<file path="config.mk">
export PLATFORM = sky130hd
export DESIGN_NAME = mdu_top
export DESIGN_NICKNAME = d
export VERILOG_FILES = /design/src/hdl/mdu_pkg.sv /design/src/hdl/mdu_issue_if.sv /design/src/hdl/mdu_top.sv /design/src/hdl/mdu_core.sv /design/src/hdl/mdu_clmul_step.sv /design/src/hdl/mdu_mul_step.sv /design/src/hdl/mdu_fifo.sv
export SDC_FILE = /design/constraint.sdc
export NUM_CORES = 1
export LEC_CHECK = 0
export BUFFER_PORTS_ARGS = -buffer_cell sky130_fd_sc_hd__buf_2
export CAP_MARGIN = 20
export CORE_MARGIN = 2
export CORE_UTILIZATION = 35
export CTS_CLUSTER_DIAMETER = 40
export CTS_CLUSTER_SIZE = 12
export DETAILED_ROUTE_END_ITERATION = 12
export PLACE_DENSITY = 0.59
export SLEW_MARGIN = 20
export SYNTH_ARGS = -nofsm -noshare
export SYNTH_HDL_FRONTEND = slang
export SYNTH_SLANG_ARGS = --single-unit
</file>
<file path="constraint.sdc">
create_clock -name g_clk -period 17.35 [get_ports g_clk]
set_input_delay 0.8675 -clock g_clk [delete_from_list [all_inputs] [get_ports g_clk]]
set_output_delay 0.8675 -clock g_clk [all_outputs]
set_load 0.02 [all_outputs]
</file>
<file path="src/hdl/mdu_pkg.sv">
/*
 * Shared definitions for the iterative multiply unit.
 * Widths, operation codes and the queue payload types.
 */
package mdu_pkg;

    // ------------------------------
    // Widths
    // ------------------------------
    localparam int XLEN  = 32;        // Operand width
    localparam int MLEN  = 2 * XLEN;  // Double-width accumulator
    localparam int TAG_W = 4;         // Request tag width

    // ------------------------------
    // Operation encoding
    // ------------------------------
    typedef enum logic [2:0] {
        MUL    = 3'd0,  // Low half, sign does not matter
        MULH   = 3'd1,  // Signed x signed
        MULHSU = 3'd2,  // Signed x unsigned
        MULHU  = 3'd3,  // Unsigned x unsigned
        CLMUL  = 3'd4,  // Carry-less low half
        CLMULH = 3'd5,  // Carry-less high half
        CLMULR = 3'd6   // Carry-less bits 62..31
    } mdu_op_e;

    // Request queue entry, 71 bits
    typedef struct packed {
        mdu_op_e          op;
        logic [XLEN-1:0]  rs1;
        logic [XLEN-1:0]  rs2;
        logic [TAG_W-1:0] tag;
    } mdu_req_t;

    // Response queue entry, 36 bits
    typedef struct packed {
        logic [XLEN-1:0]  rd;
        logic [TAG_W-1:0] tag;
    } mdu_rsp_t;

endpackage
</file>
<file path="src/hdl/mdu_issue_if.sv">
/*
 * Issue path from the request queue into the multiply core.
 * One request per valid/ready transfer.
 */
interface mdu_issue_if import mdu_pkg::*; ();

    logic             valid;  // Head of request queue present
    logic             ready;  // Core idle and free
    mdu_op_e          op;
    logic [XLEN-1:0]  rs1;
    logic [XLEN-1:0]  rs2;
    logic [TAG_W-1:0] tag;

    // Request queue side
    modport src (
        output valid, op, rs1, rs2, tag,
        input  ready
    );

    // Multiply core side
    modport core (
        input  valid, op, rs1, rs2, tag,
        output ready
    );

endinterface

</file>
<file path="src/hdl/mdu_top.sv">
/*
 * Multiply unit top level.
 * Request queue, iterative core and response queue in a row.
 */
module mdu_top import mdu_pkg::*; #(
    parameter int MUL_UNROLL   = 4,  // Must divide XLEN
    parameter int CLMUL_UNROLL = 8,  // Must divide XLEN
    parameter int FIFO_DEPTH   = 4   // Power of two
) (
    input  logic             g_clk,
    input  logic             rst,
    input  logic             flush,
    input  logic             req_valid,
    output logic             req_ready,
    input  mdu_op_e          req_op,
    input  logic [XLEN-1:0]  req_rs1,
    input  logic [XLEN-1:0]  req_rs2,
    input  logic [TAG_W-1:0] req_tag,
    output logic             rsp_valid,
    input  logic             rsp_ready,
    output logic [XLEN-1:0]  rsp_rd,
    output logic [TAG_W-1:0] rsp_tag
);

    mdu_req_t req_in;
    mdu_req_t req_head;
    mdu_rsp_t core_rsp;
    mdu_rsp_t rsp_head;
    logic     core_rsp_valid;
    logic     core_rsp_ready;

    mdu_issue_if issue_bus ();

    assign req_in        = '{op: req_op, rs1: req_rs1, rs2: req_rs2, tag: req_tag};
    assign issue_bus.op  = req_head.op;
    assign issue_bus.rs1 = req_head.rs1;
    assign issue_bus.rs2 = req_head.rs2;
    assign issue_bus.tag = req_head.tag;
    assign rsp_rd        = rsp_head.rd;
    assign rsp_tag       = rsp_head.tag;

    mdu_fifo #(
        .FIFO_DEPTH(FIFO_DEPTH),
        .T         (mdu_req_t)
    ) req_fifo (
        .g_clk    (g_clk),
        .rst      (rst),
        .flush    (flush),
        .in_valid (req_valid),
        .in_ready (req_ready),
        .in_data  (req_in),
        .out_valid(issue_bus.valid),
        .out_ready(issue_bus.ready),
        .out_data (req_head)
    );

    mdu_core #(
        .MUL_UNROLL  (MUL_UNROLL),
        .CLMUL_UNROLL(CLMUL_UNROLL)
    ) core (
        .g_clk    (g_clk),
        .rst      (rst),
        .flush    (flush),
        .issue    (issue_bus.core),
        .rsp_valid(core_rsp_valid),
        .rsp_ready(core_rsp_ready),
        .rsp      (core_rsp)
    );

    mdu_fifo #(
        .FIFO_DEPTH(FIFO_DEPTH),
        .T         (mdu_rsp_t)
    ) rsp_fifo (
        .g_clk    (g_clk),
        .rst      (rst),
        .flush    (flush),
        .in_valid (core_rsp_valid),
        .in_ready (core_rsp_ready),
        .in_data  (core_rsp),
        .out_valid(rsp_valid),
        .out_ready(rsp_ready),
        .out_data (rsp_head)
    );

endmodule

</file>
<file path="src/hdl/mdu_core.sv">
/*
 * Multiply sequencer for one operation at a time.
 * Holds operands, accumulator and step counter, then the result
 * until the response queue takes it.
 */
module mdu_core import mdu_pkg::*; #(
    parameter int MUL_UNROLL   = 4,
    parameter int CLMUL_UNROLL = 8
) (
    input  logic      g_clk,
    input  logic      rst,
    input  logic      flush,
    mdu_issue_if.core issue,
    output logic      rsp_valid,
    input  logic      rsp_ready,
    output mdu_rsp_t  rsp
);

    localparam int MUL_STEPS   = XLEN / MUL_UNROLL;
    localparam int CLMUL_STEPS = XLEN / CLMUL_UNROLL;
    localparam int CNT_W       = $clog2(XLEN + 1);

    mdu_op_e          op_q;
    logic [XLEN-1:0]  rs1_q;
    logic [XLEN-1:0]  rs2_q;    // Shifted down as bits retire
    logic [TAG_W-1:0] tag_q;
    logic [MLEN-1:0]  acc;
    logic [CNT_W-1:0] count;    // Steps left
    logic             running;
    logic             done;     // Result waiting for response queue

    logic             accept;
    logic             is_clmul;
    logic             last;
    logic             lhs_signed;
    logic             rhs_signed;
    logic [MLEN-1:0]  mul_next;
    logic [MLEN-1:0]  clmul_next;
    logic [XLEN-1:0]  result;

    assign issue.ready = !running && !done;
    assign accept      = issue.valid && issue.ready;
    assign is_clmul    = op_q inside {CLMUL, CLMULH, CLMULR};
    assign lhs_signed  = op_q inside {MULH, MULHSU};
    assign rhs_signed  = (op_q == MULH);
    assign last        = (count == CNT_W'(1));

    // ------------------------------
    // Step datapaths
    // ------------------------------
    mdu_mul_step #(
        .MUL_UNROLL(MUL_UNROLL)
    ) mul_step (
        .acc            (acc),
        .multiplicand   (rs1_q),
        .multiplier_bits(rs2_q[MUL_UNROLL-1:0]),
        .lhs_signed     (lhs_signed),
        .rhs_signed     (rhs_signed),
        .last           (last),
        .acc_next       (mul_next)
    );

    mdu_clmul_step #(
        .CLMUL_UNROLL(CLMUL_UNROLL)
    ) clmul_step (
        .acc            (acc),
        .multiplicand   (rs1_q),
        .multiplier_bits(rs2_q[CLMUL_UNROLL-1:0]),
        .acc_next       (clmul_next)
    );

    // ------------------------------
    // Control
    // ------------------------------
    always_ff @(posedge g_clk) begin
        if (rst || flush) begin
            running <= 1'b0;
            done    <= 1'b0;
            count   <= '0;
        end else if (accept) begin
            running <= 1'b1;
            count   <= (issue.op inside {CLMUL, CLMULH, CLMULR}) ?
                       CNT_W'(CLMUL_STEPS) : CNT_W'(MUL_STEPS);
        end else if (running) begin
            count <= count - 1'b1;
            if (last) begin
                running <= 1'b0;
                done    <= 1'b1;  // Valid N cycles after accept
            end
        end else if (done && rsp_ready) begin
            done <= 1'b0;
        end
    end

    // Operands and accumulator
    always_ff @(posedge g_clk) begin
        if (accept) begin
            op_q  <= issue.op;
            rs1_q <= issue.rs1;
            rs2_q <= issue.rs2;
            tag_q <= issue.tag;
            acc   <= '0;
        end else if (running) begin
            acc   <= is_clmul ? clmul_next : mul_next;
            rs2_q <= is_clmul ? (rs2_q >> CLMUL_UNROLL) : (rs2_q >> MUL_UNROLL);
        end
    end

    // Result select
    always_comb begin
        result = acc[XLEN-1:0];
        case (op_q)
            MULH, MULHSU, MULHU, CLMULH: result = acc[MLEN-1:XLEN];
            CLMULR:                      result = acc[MLEN-2:XLEN-1];
            default:                     result = acc[XLEN-1:0];  // MUL, CLMUL
        endcase
    end

    assign rsp_valid = done;
    assign rsp       = '{rd: result, tag: tag_q};

endmodule

</file>
<file path="src/hdl/mdu_clmul_step.sv">
/*
 * Shift-xor step of the carry-less multiplier.
 * Retires CLMUL_UNROLL multiplier bits per call.
 */
module mdu_clmul_step import mdu_pkg::*; #(
    parameter int CLMUL_UNROLL = 8
) (
    input  logic [MLEN-1:0]         acc,
    input  logic [XLEN-1:0]         multiplicand,
    input  logic [CLMUL_UNROLL-1:0] multiplier_bits,
    output logic [MLEN-1:0]         acc_next
);

    always_comb begin
        logic [MLEN-1:0] state;
        logic [XLEN-1:0] addend;

        state = acc;
        for (int i = 0; i < CLMUL_UNROLL; i++) begin
            addend = multiplier_bits[i] ? multiplicand : '0;
            // No carries, zero fill from the top
            state  = {1'b0, state[MLEN-1:XLEN] ^ addend, state[XLEN-1:1]};
        end
        acc_next = state;
    end

endmodule

</file>
<file path="src/hdl/mdu_mul_step.sv">
/*
 * Shift-add step of the integer multiplier.
 * Retires MUL_UNROLL multiplier bits per call, with signed operands
 * and the negative weight of the top bit on the last step.
 */
module mdu_mul_step import mdu_pkg::*; #(
    parameter int MUL_UNROLL = 4
) (
    input  logic [MLEN-1:0]       acc,
    input  logic [XLEN-1:0]       multiplicand,
    input  logic [MUL_UNROLL-1:0] multiplier_bits,
    input  logic                  lhs_signed,
    input  logic                  rhs_signed,
    input  logic                  last,
    output logic [MLEN-1:0]       acc_next
);

    always_comb begin
        logic [MLEN-1:0] state;
        logic [XLEN-1:0] addend;
        logic [XLEN:0]   sum_l;
        logic [XLEN:0]   sum_r;
        logic [XLEN:0]   sum;
        logic            sub;

        state = acc;
        for (int i = 0; i < MUL_UNROLL; i++) begin
            // Top bit of a signed multiplier weighs -2^(XLEN-1)
            sub    = last && rhs_signed && (i == MUL_UNROLL - 1);
            addend = multiplier_bits[i] ? multiplicand : '0;

            // Upper half plus addend, both sign-extended to XLEN+1
            sum_l  = {lhs_signed && state[MLEN-1], state[MLEN-1:XLEN]};
            sum_r  = {lhs_signed && addend[XLEN-1], addend};
            if (sub) begin
                sum_r = ~sum_r;  // Two's complement with carry-in below
            end
            sum    = sum_l + sum_r + {{XLEN{1'b0}}, sub};

            // Carry bit moves into the top, low half shifts down
            state  = {sum, state[XLEN-1:1]};
        end
        acc_next = state;
    end

endmodule

</file>
<file path="src/hdl/mdu_fifo.sv">
/*
 * Synchronous FIFO with valid/ready on both sides.
 * Payload type set by T; flush empties it in one cycle.
 */
module mdu_fifo #(
    parameter int  FIFO_DEPTH = 4,
    parameter type T          = logic
) (
    input  logic g_clk,
    input  logic rst,
    input  logic flush,
    input  logic in_valid,
    output logic in_ready,
    input  T     in_data,
    output logic out_valid,
    input  logic out_ready,
    output T     out_data
);

    localparam int PTR_W = $clog2(FIFO_DEPTH);
    localparam int CNT_W = $clog2(FIFO_DEPTH + 1);

    T                 mem [FIFO_DEPTH];
    logic [PTR_W-1:0] wr_ptr;
    logic [PTR_W-1:0] rd_ptr;
    logic [CNT_W-1:0] count;
    logic [CNT_W-1:0] count_next;
    logic             push;
    logic             pop;

    assign push      = in_valid && in_ready;
    assign pop       = out_valid && out_ready;
    assign out_valid = (count != '0);  // Not empty
    assign out_data  = mem[rd_ptr];

    always_comb begin
        count_next = count;
        if (push && !pop) begin
            count_next = count + 1'b1;
        end else if (pop && !push) begin
            count_next = count - 1'b1;
        end
    end

    // ------------------------------
    // Pointers, occupancy, ready
    // ------------------------------
    always_ff @(posedge g_clk) begin
        if (rst) begin
            wr_ptr   <= '0;
            rd_ptr   <= '0;
            count    <= '0;
            in_ready <= 1'b0;  // Held low through reset
        end else if (flush) begin
            wr_ptr   <= '0;
            rd_ptr   <= '0;
            count    <= '0;
            in_ready <= 1'b1;
        end else begin
            if (push) begin
                wr_ptr <= wr_ptr + 1'b1;  // Wraps, depth is a power of two
            end
            if (pop) begin
                rd_ptr <= rd_ptr + 1'b1;
            end
            count    <= count_next;
            in_ready <= (count_next != CNT_W'(FIFO_DEPTH));  // Not full next cycle
        end
    end

    always_ff @(posedge g_clk) begin
        if (push) begin
            mem[wr_ptr] <= in_data;
        end
    end

endmodule

</file>
**Yosys cells after proc, flatten, opt, wreduce, memory -nomap -nowiden**

Memory sizes are Yosys's and may differ from the RTL's. A register that Yosys moved wholly into a read port is not among the register bits.
Index checks and enable logic that the tools add are counted.

- Memory bits (writable): 428
- Memories: 2
- Bits of input ports: 76
- Word-level logic and storage cells: 127
- Flip-flop bits (word level): 159

- Bitwise logic cells: 10
- Add/sub/neg operators: 14
- Eq/ne operators: 13
- Reduce and logical (&&, ||, !) cells: 35
- Muxes and demuxes: 37

Memory list:

| memory | words | bits a word | read ports | clocked after memory_dff | wr ports | line | text |
|---|---|---|---|---|---|---|---|
| req_fifo.mem | 4 | 71 | 1 | 1 | 1 | mdu_fifo.sv:23 | `T mem [FIFO_DEPTH];` |
| rsp_fifo.mem | 4 | 36 | 1 | 1 | 1 | mdu_fifo.sv:23 |  |

Operators with widths:

| operator | count |
|---|---|
| $mux W32 | 10 |
| $xor A31 B32 Y32 | 7 |
| $add A33 B33 Y33 | 4 |
| $mux W64 | 1 |
| $pmux W32 S2 | 1 |
| $add A33 B1 Y33 | 1 |
| $mux W33 | 1 |
| $not A33 Y33 | 1 |
| $xor A32 B32 Y32 | 1 |
| $mux W28 | 1 |
| $eq A3 B3 Y1 const B | 6 |
| $logic_and A1 B1 Y1 | 18 |
| $mux W1 | 12 |
| $mux W3 | 4 |
| $mux W6 | 2 |
| $reduce_bool A3 Y1 | 4 |
| $add A2 B1 Y2 const B | 4 |
| $mux W2 | 4 |
| $add A3 B1 Y3 const B | 2 |
| $eq A3 B2 Y1 const B | 2 |
| $eq A6 B1 Y1 const B | 1 |
| $logic_not A1 Y1 | 6 |
| $ne A3 B3 Y1 const B | 2 |
| $reduce_bool A2 Y1 | 3 |
| other kinds (10) | 11 |

**Longest topological paths before layout**

- Word-level depth: 12
- Gate-level depth with buffers: 42

**Modules after synthesis**

A second synthesis with hierarchy kept.

- Cell total of the unflattened synthesis: 2809
- Area total of the unflattened synthesis: 34195.3 sq um

Modules (own cells, without submodules):

| module | area each (sq um) | times used | seq. area each (sq um) | cells an instance |
|---|---|---|---|---|
| mdu_fifo at req_fifo | 10816.6 | 1 | 8728.4 | 431 |
| mdu_mul_step | 7473.4 | 1 | 0.0 | 1055 |
| mdu_core | 6454.9 | 1 | 3573.4 | 512 |
| mdu_fifo at rsp_fifo | 5736.8 | 1 | 4524.3 | 250 |
| mdu_clmul_step | 3713.6 | 1 | 0.0 | 561 |

**Worst setup path before layout**

Ideal clock, no wire load.

- Kind: reg-to-reg
- From: register core.rs2_q[0]
- To: register core.acc[63]
- Clock period less this slack: 7928 ps
- Buffers on the path: 1
- Setup time: 84 ps
- Path slack: 9422 ps
- Data arrival time: 7843 ps
- Cell stages (with the launch flop): 42
- Cell sequence: edfxtp_1 > clkbuf_1 > nand2_1 > inv_1 > ha_1 > a21o_1 > a21oi_1 > o21bai_1 > a21oi_1 > o211ai_1 > a41oi_1 > o21bai_1 > a21oi_1 > xnor2_1 > ha_1 > a21o_1 > a21o_1 > a221o_1 > [... 6 more ...] > and3_1 > o21ai_0 > a21boi_0 > o21a_1 > o21a_1 > o21a_1 > o211ai_1 > a21oi_1 > nor2_1 > a21boi_0 > ha_1 > or3_1 > o21ai_0 > a211oi_1 > o31a_1 > o21a_1 > o211a_1 > o31ai_2

- Word-level cells in the longest chain between the ends: 11

Ends and longest elaborated chain:

| element | line | text |
|---|---|---|
| start: declaration | mdu_core.sv:25 | `logic [XLEN-1:0] rs2_q;` |
| start signal: assignment | mdu_core.sv:100 | `rs2_q <= issue.rs2;` |
| start signal: assignment | mdu_core.sv:105 | `rs2_q <= is_clmul ? (rs2_q >> CLMUL_UNROLL) : (rs2_q >> MUL_UNROLL);` |
| $mux W32 * | mdu_mul_step.sv:30 | `addend = multiplier_bits[i] ? multiplicand : '0;` |
| $logic_and A1 B1 Y1 | mdu_mul_step.sv:34 | `sum_r = {lhs_signed && addend[XLEN-1], addend};` |
| $add A33 B33 Y33 * | mdu_mul_step.sv:38 | `sum = sum_l + sum_r + {{XLEN{1'b0}}, sub};` |
| $logic_and A1 B1 Y1 | mdu_mul_step.sv:33 | `sum_l = {lhs_signed && state[MLEN-1], state[MLEN-1:XLEN]};` |
| $add A33 B33 Y33 * | mdu_mul_step.sv:38 |  |
| $logic_and A1 B1 Y1 | mdu_mul_step.sv:33 |  |
| $add A33 B33 Y33 * | mdu_mul_step.sv:38 |  |
| $logic_and A1 B1 Y1 | mdu_mul_step.sv:33 |  |
| $add A33 B33 Y33 * | mdu_mul_step.sv:38 |  |
| $add A33 B1 Y33 * | mdu_mul_step.sv:38 |  |
| $mux W64 * | mdu_core.sv:104 | `acc <= is_clmul ? clmul_next : mul_next;` |
| end signal: assignment | mdu_core.sv:104 |  |
| end: declaration | mdu_core.sv:27 | `logic [MLEN-1:0] acc;` |

Every way passes the cells marked *; elsewhere a longest branch is shown, timed or not.
A chain may end at the register's enable or synchronous reset.

**Worst setup path in the final report**

Ends and elaborated chain as after synthesis.

==> impl_metrics.csv <==
group,metric,value,unit
die,die_width,309,um
synth,syn_nets,3030,
worst_setup_path,worstSetupStartpoint,"core.rs2_q[0]",
clock_tree,post_cts_resized,0,
global_routing,grt_pass1_vias,21356,
sta,period_minus_slack,9.05,ns
sta,slew_headroom,0.337,
synth,synth-edff-count,499,
layout,syn2layout_area_growth,14.6,%
route,drtAntennaViolNets,0,
die,die_area,95600,um2
clock_tree,cts.htree.levels,3,
global_routing,track_usage,0.175,
synth,async_flop_share,0,
layout,final_net_count,3123,
worst_setup_path,path_class,"reg2reg",
sta,post-route-period-util,0.522,
placed_design,routabilityCongestion,0.897,
route,post_drt_wl_per_cell,19.9,um
die,row_count,111,
clock_tree,cts.sinks,591,
placed_design,dp_cells,4054,
synth,ys_seq_elements,591,
clock_tree,numCtsBuffers,83,
route,wirelength,83700,um
worst_setup_path,r2r_start,"core.rs2_q[0]",
layout,drive_gt1_frac,0.147,
die,start_util,0.354,
route,routed-via-count,21682,
die,fp.dieH,309,um
clock_tree,cts_tree,"yes",
worst_setup_path,worstSetupEndpointType,"flip-flop",
clock_tree,postCtsSetupBuffers,0,
clock_tree,cts_hold_buf,0,
sta,final-setup-viol-count,0,
sta,tns,0,ns
route,viasPerCell,5.16,
placed_design,io_buffers,113,
route,drt_iter0_markers,1638,
route,drt-pass1-iter-count,5,
layout,layout_common_cells,"499 x edfxtp_1, 334 x nand2_1, 283 x xnor2_1",
hold_path,hp-class,"in2reg",
synth,synthTopCellsByArea,"edfxtp_1 46%, xnor2_1 7.6%, mux4_2 7.4%",
clock_tree,path_clk_slew,0.06,ns
synth,synth_top_area_frac,0.460,
worst_setup_path,critPathSlowestCell,"a41oi_1",
global_routing,antenna_found_initial,5,
global_routing,grt_start_max_net_pins,66,
synth,synth-warning-count,0,
placed_design,hpwl,58200,um
synth,postSynthAreaPerCell,11.6,um2
synth,synth_area,32600,um2
outcome,status,"finished clean",
hold_path,hp-start,"rst",
die,boundaryPins,114,
synth,netlist-cell-type-count,83,
die,core,91900,um2
sta,slew_viol_final,0,
placed_design,pre_cts_ws,8.47,ns
sta,worst_pin_slew,0.994,ns
worst_setup_path,path_buf_inv,2,
sta,fin_ws,8.30,ns
sta,max_freq,111,MHz
global_routing,grt_overflow,0,
worst_setup_path,critical_path_arrival,9.61,ns
synth,ys_seq_area_frac,0.516,
worst_setup_path,cp_top_family,"compound AO/OA/AOI/OAI gates",
worst_setup_path,worstSetupStartpointType,"flip-flop",
worst_setup_path,cp.required,17.91,ns
clock_tree,cts_root_buffer,"clkbuf_16",
sta,hold_violations,0,
layout,fin_util,0.406,
worst_setup_path,cpMostUsedCell,"a21oi_1",
worst_setup_path,max_stage_delay,0.44,ns
clock_tree,cts.path.max_buffers,3,
layout,final_common_cell,"edfxtp_1",
run,maxCapViolations,0,
route,drc,0,
synth,netlist_instances,2803,
synth,synth_top_cell_by_area,"edfxtp_1",
sta,rsz0062_at_grt,"no",
worst_setup_path,worstPathMaxFanout,32,
global_routing,grt_pass1_wl,129000,um
sta,finClkSkew,0.0288,ns
synth,dominantRegCellSynth,"edfxtp_1",
layout,fin_cells,4203,
clock_tree,insertion_delay,0.65,ns
==> cell usage after synthesis, types with 34 or more instances <==
cell type,number
and2_1,103
mux4_2,107
o22ai_1,34
nand3_1,67
xnor2_1,283
nand2_1,335
dfxtp_1,92
xor2_1,75
a21o_1,48
nor2_1,189
clkbuf_1,118
a21oi_1,145
ha_1,147
a31oi_1,37
edfxtp_1,499
o21ai_0,111
nor3_1,37
inv_1,61
==> metrics by stage <==
step / cell area, um2 / hold WS, ns
after floorplan: 32600 / 0.445
after global placement: 34500 / 0.469
after detailed placement: 34500 / 0.465
after CTS: 37400 / 0.371
after global routing: 37400 / 0.397
final: 37400 / 0.423
==> path summary, 6_finish.rpt <==
kind,endpoint,slack [ns],depth (start not counted)
worst max register to register,core.acc[63],8.30,41
worst min register to register,core.acc[0],0.49,2
worst min-delay path,rsp_fifo.in_ready,0.42,2
worst max-delay path,core.acc[63],8.30,41
==> per-layer routing <==
| metal | share of wire | global-route usage | up-vias |
|---|---|---|---|
| met4 | 0.023 | 0.0543 | 8 |
| met2 | 0.49 | 0.300 | 529 |
| met5 | 0.00055 | 0 | - |
| met1 | 0.43 | 0.228 | 10554 |
| li1 | - | - | 10475 |
| met3 | 0.049 | 0.0256 | 116 |
==> logic make-up (layout without fill, tap and decap cells) <==
logic type      Yosys count  after routing  share of synthesized area
compound gates          534            534                      0.105
mux                     135            135                     0.0825
fa+ha+maj               151            151                     0.0589
buf+inv                 199            355                     0.0231
other cells               0              1                          0
simple gates            834            834                      0.117
xor+xnor                359            359                     0.0969
flops                   591            591                      0.516
==> area by class of cell <==
type / count / area [um2]
Antenna cell: 1 / 2.50
Clock buffer: 91 / 2150
Clock inverter: 57 / 713
Fill cell: 8790 / 54600
Inverter: 63 / 236
Multi-Input combinational cell: 2013 / 15100
Sequential cell: 591 / 16800
Tap cell: 1243 / 1560
Timing Repair Buffer: 144 / 798
==> sequential cells by signal, summed over array words and instances, names as in the netlist, 3 cells and up, named ones only <==
| signal | count |
|---|---|
| core.rs1_q | 32 |
| core.count | 6 |
| core.op_q | 3 |
| req_fifo.count | 3 |
| core.tag_q | 4 |
| core.acc | 64 |
| rsp_fifo.mem | 144 |
| req_fifo.mem | 284 |
| rsp_fifo.count | 3 |
| core.rs2_q | 32 |
==> worst register-to-register path: cells and delay by family, from the launching register on <==
family                     cells  cell delay (ns)
DFF                            1             0.36
AOI/OAI and AO/OA             28             5.86
buffers and inverters          2             0.28
xor gates and xnor gates       3             0.33
adders and majority gates      4             1.41
and+or+nand+nor                4             0.73
Power is left out: the tool's default activity adds up to more than one toggle a clock period on the data nets, which glitch-free logic cannot reach.
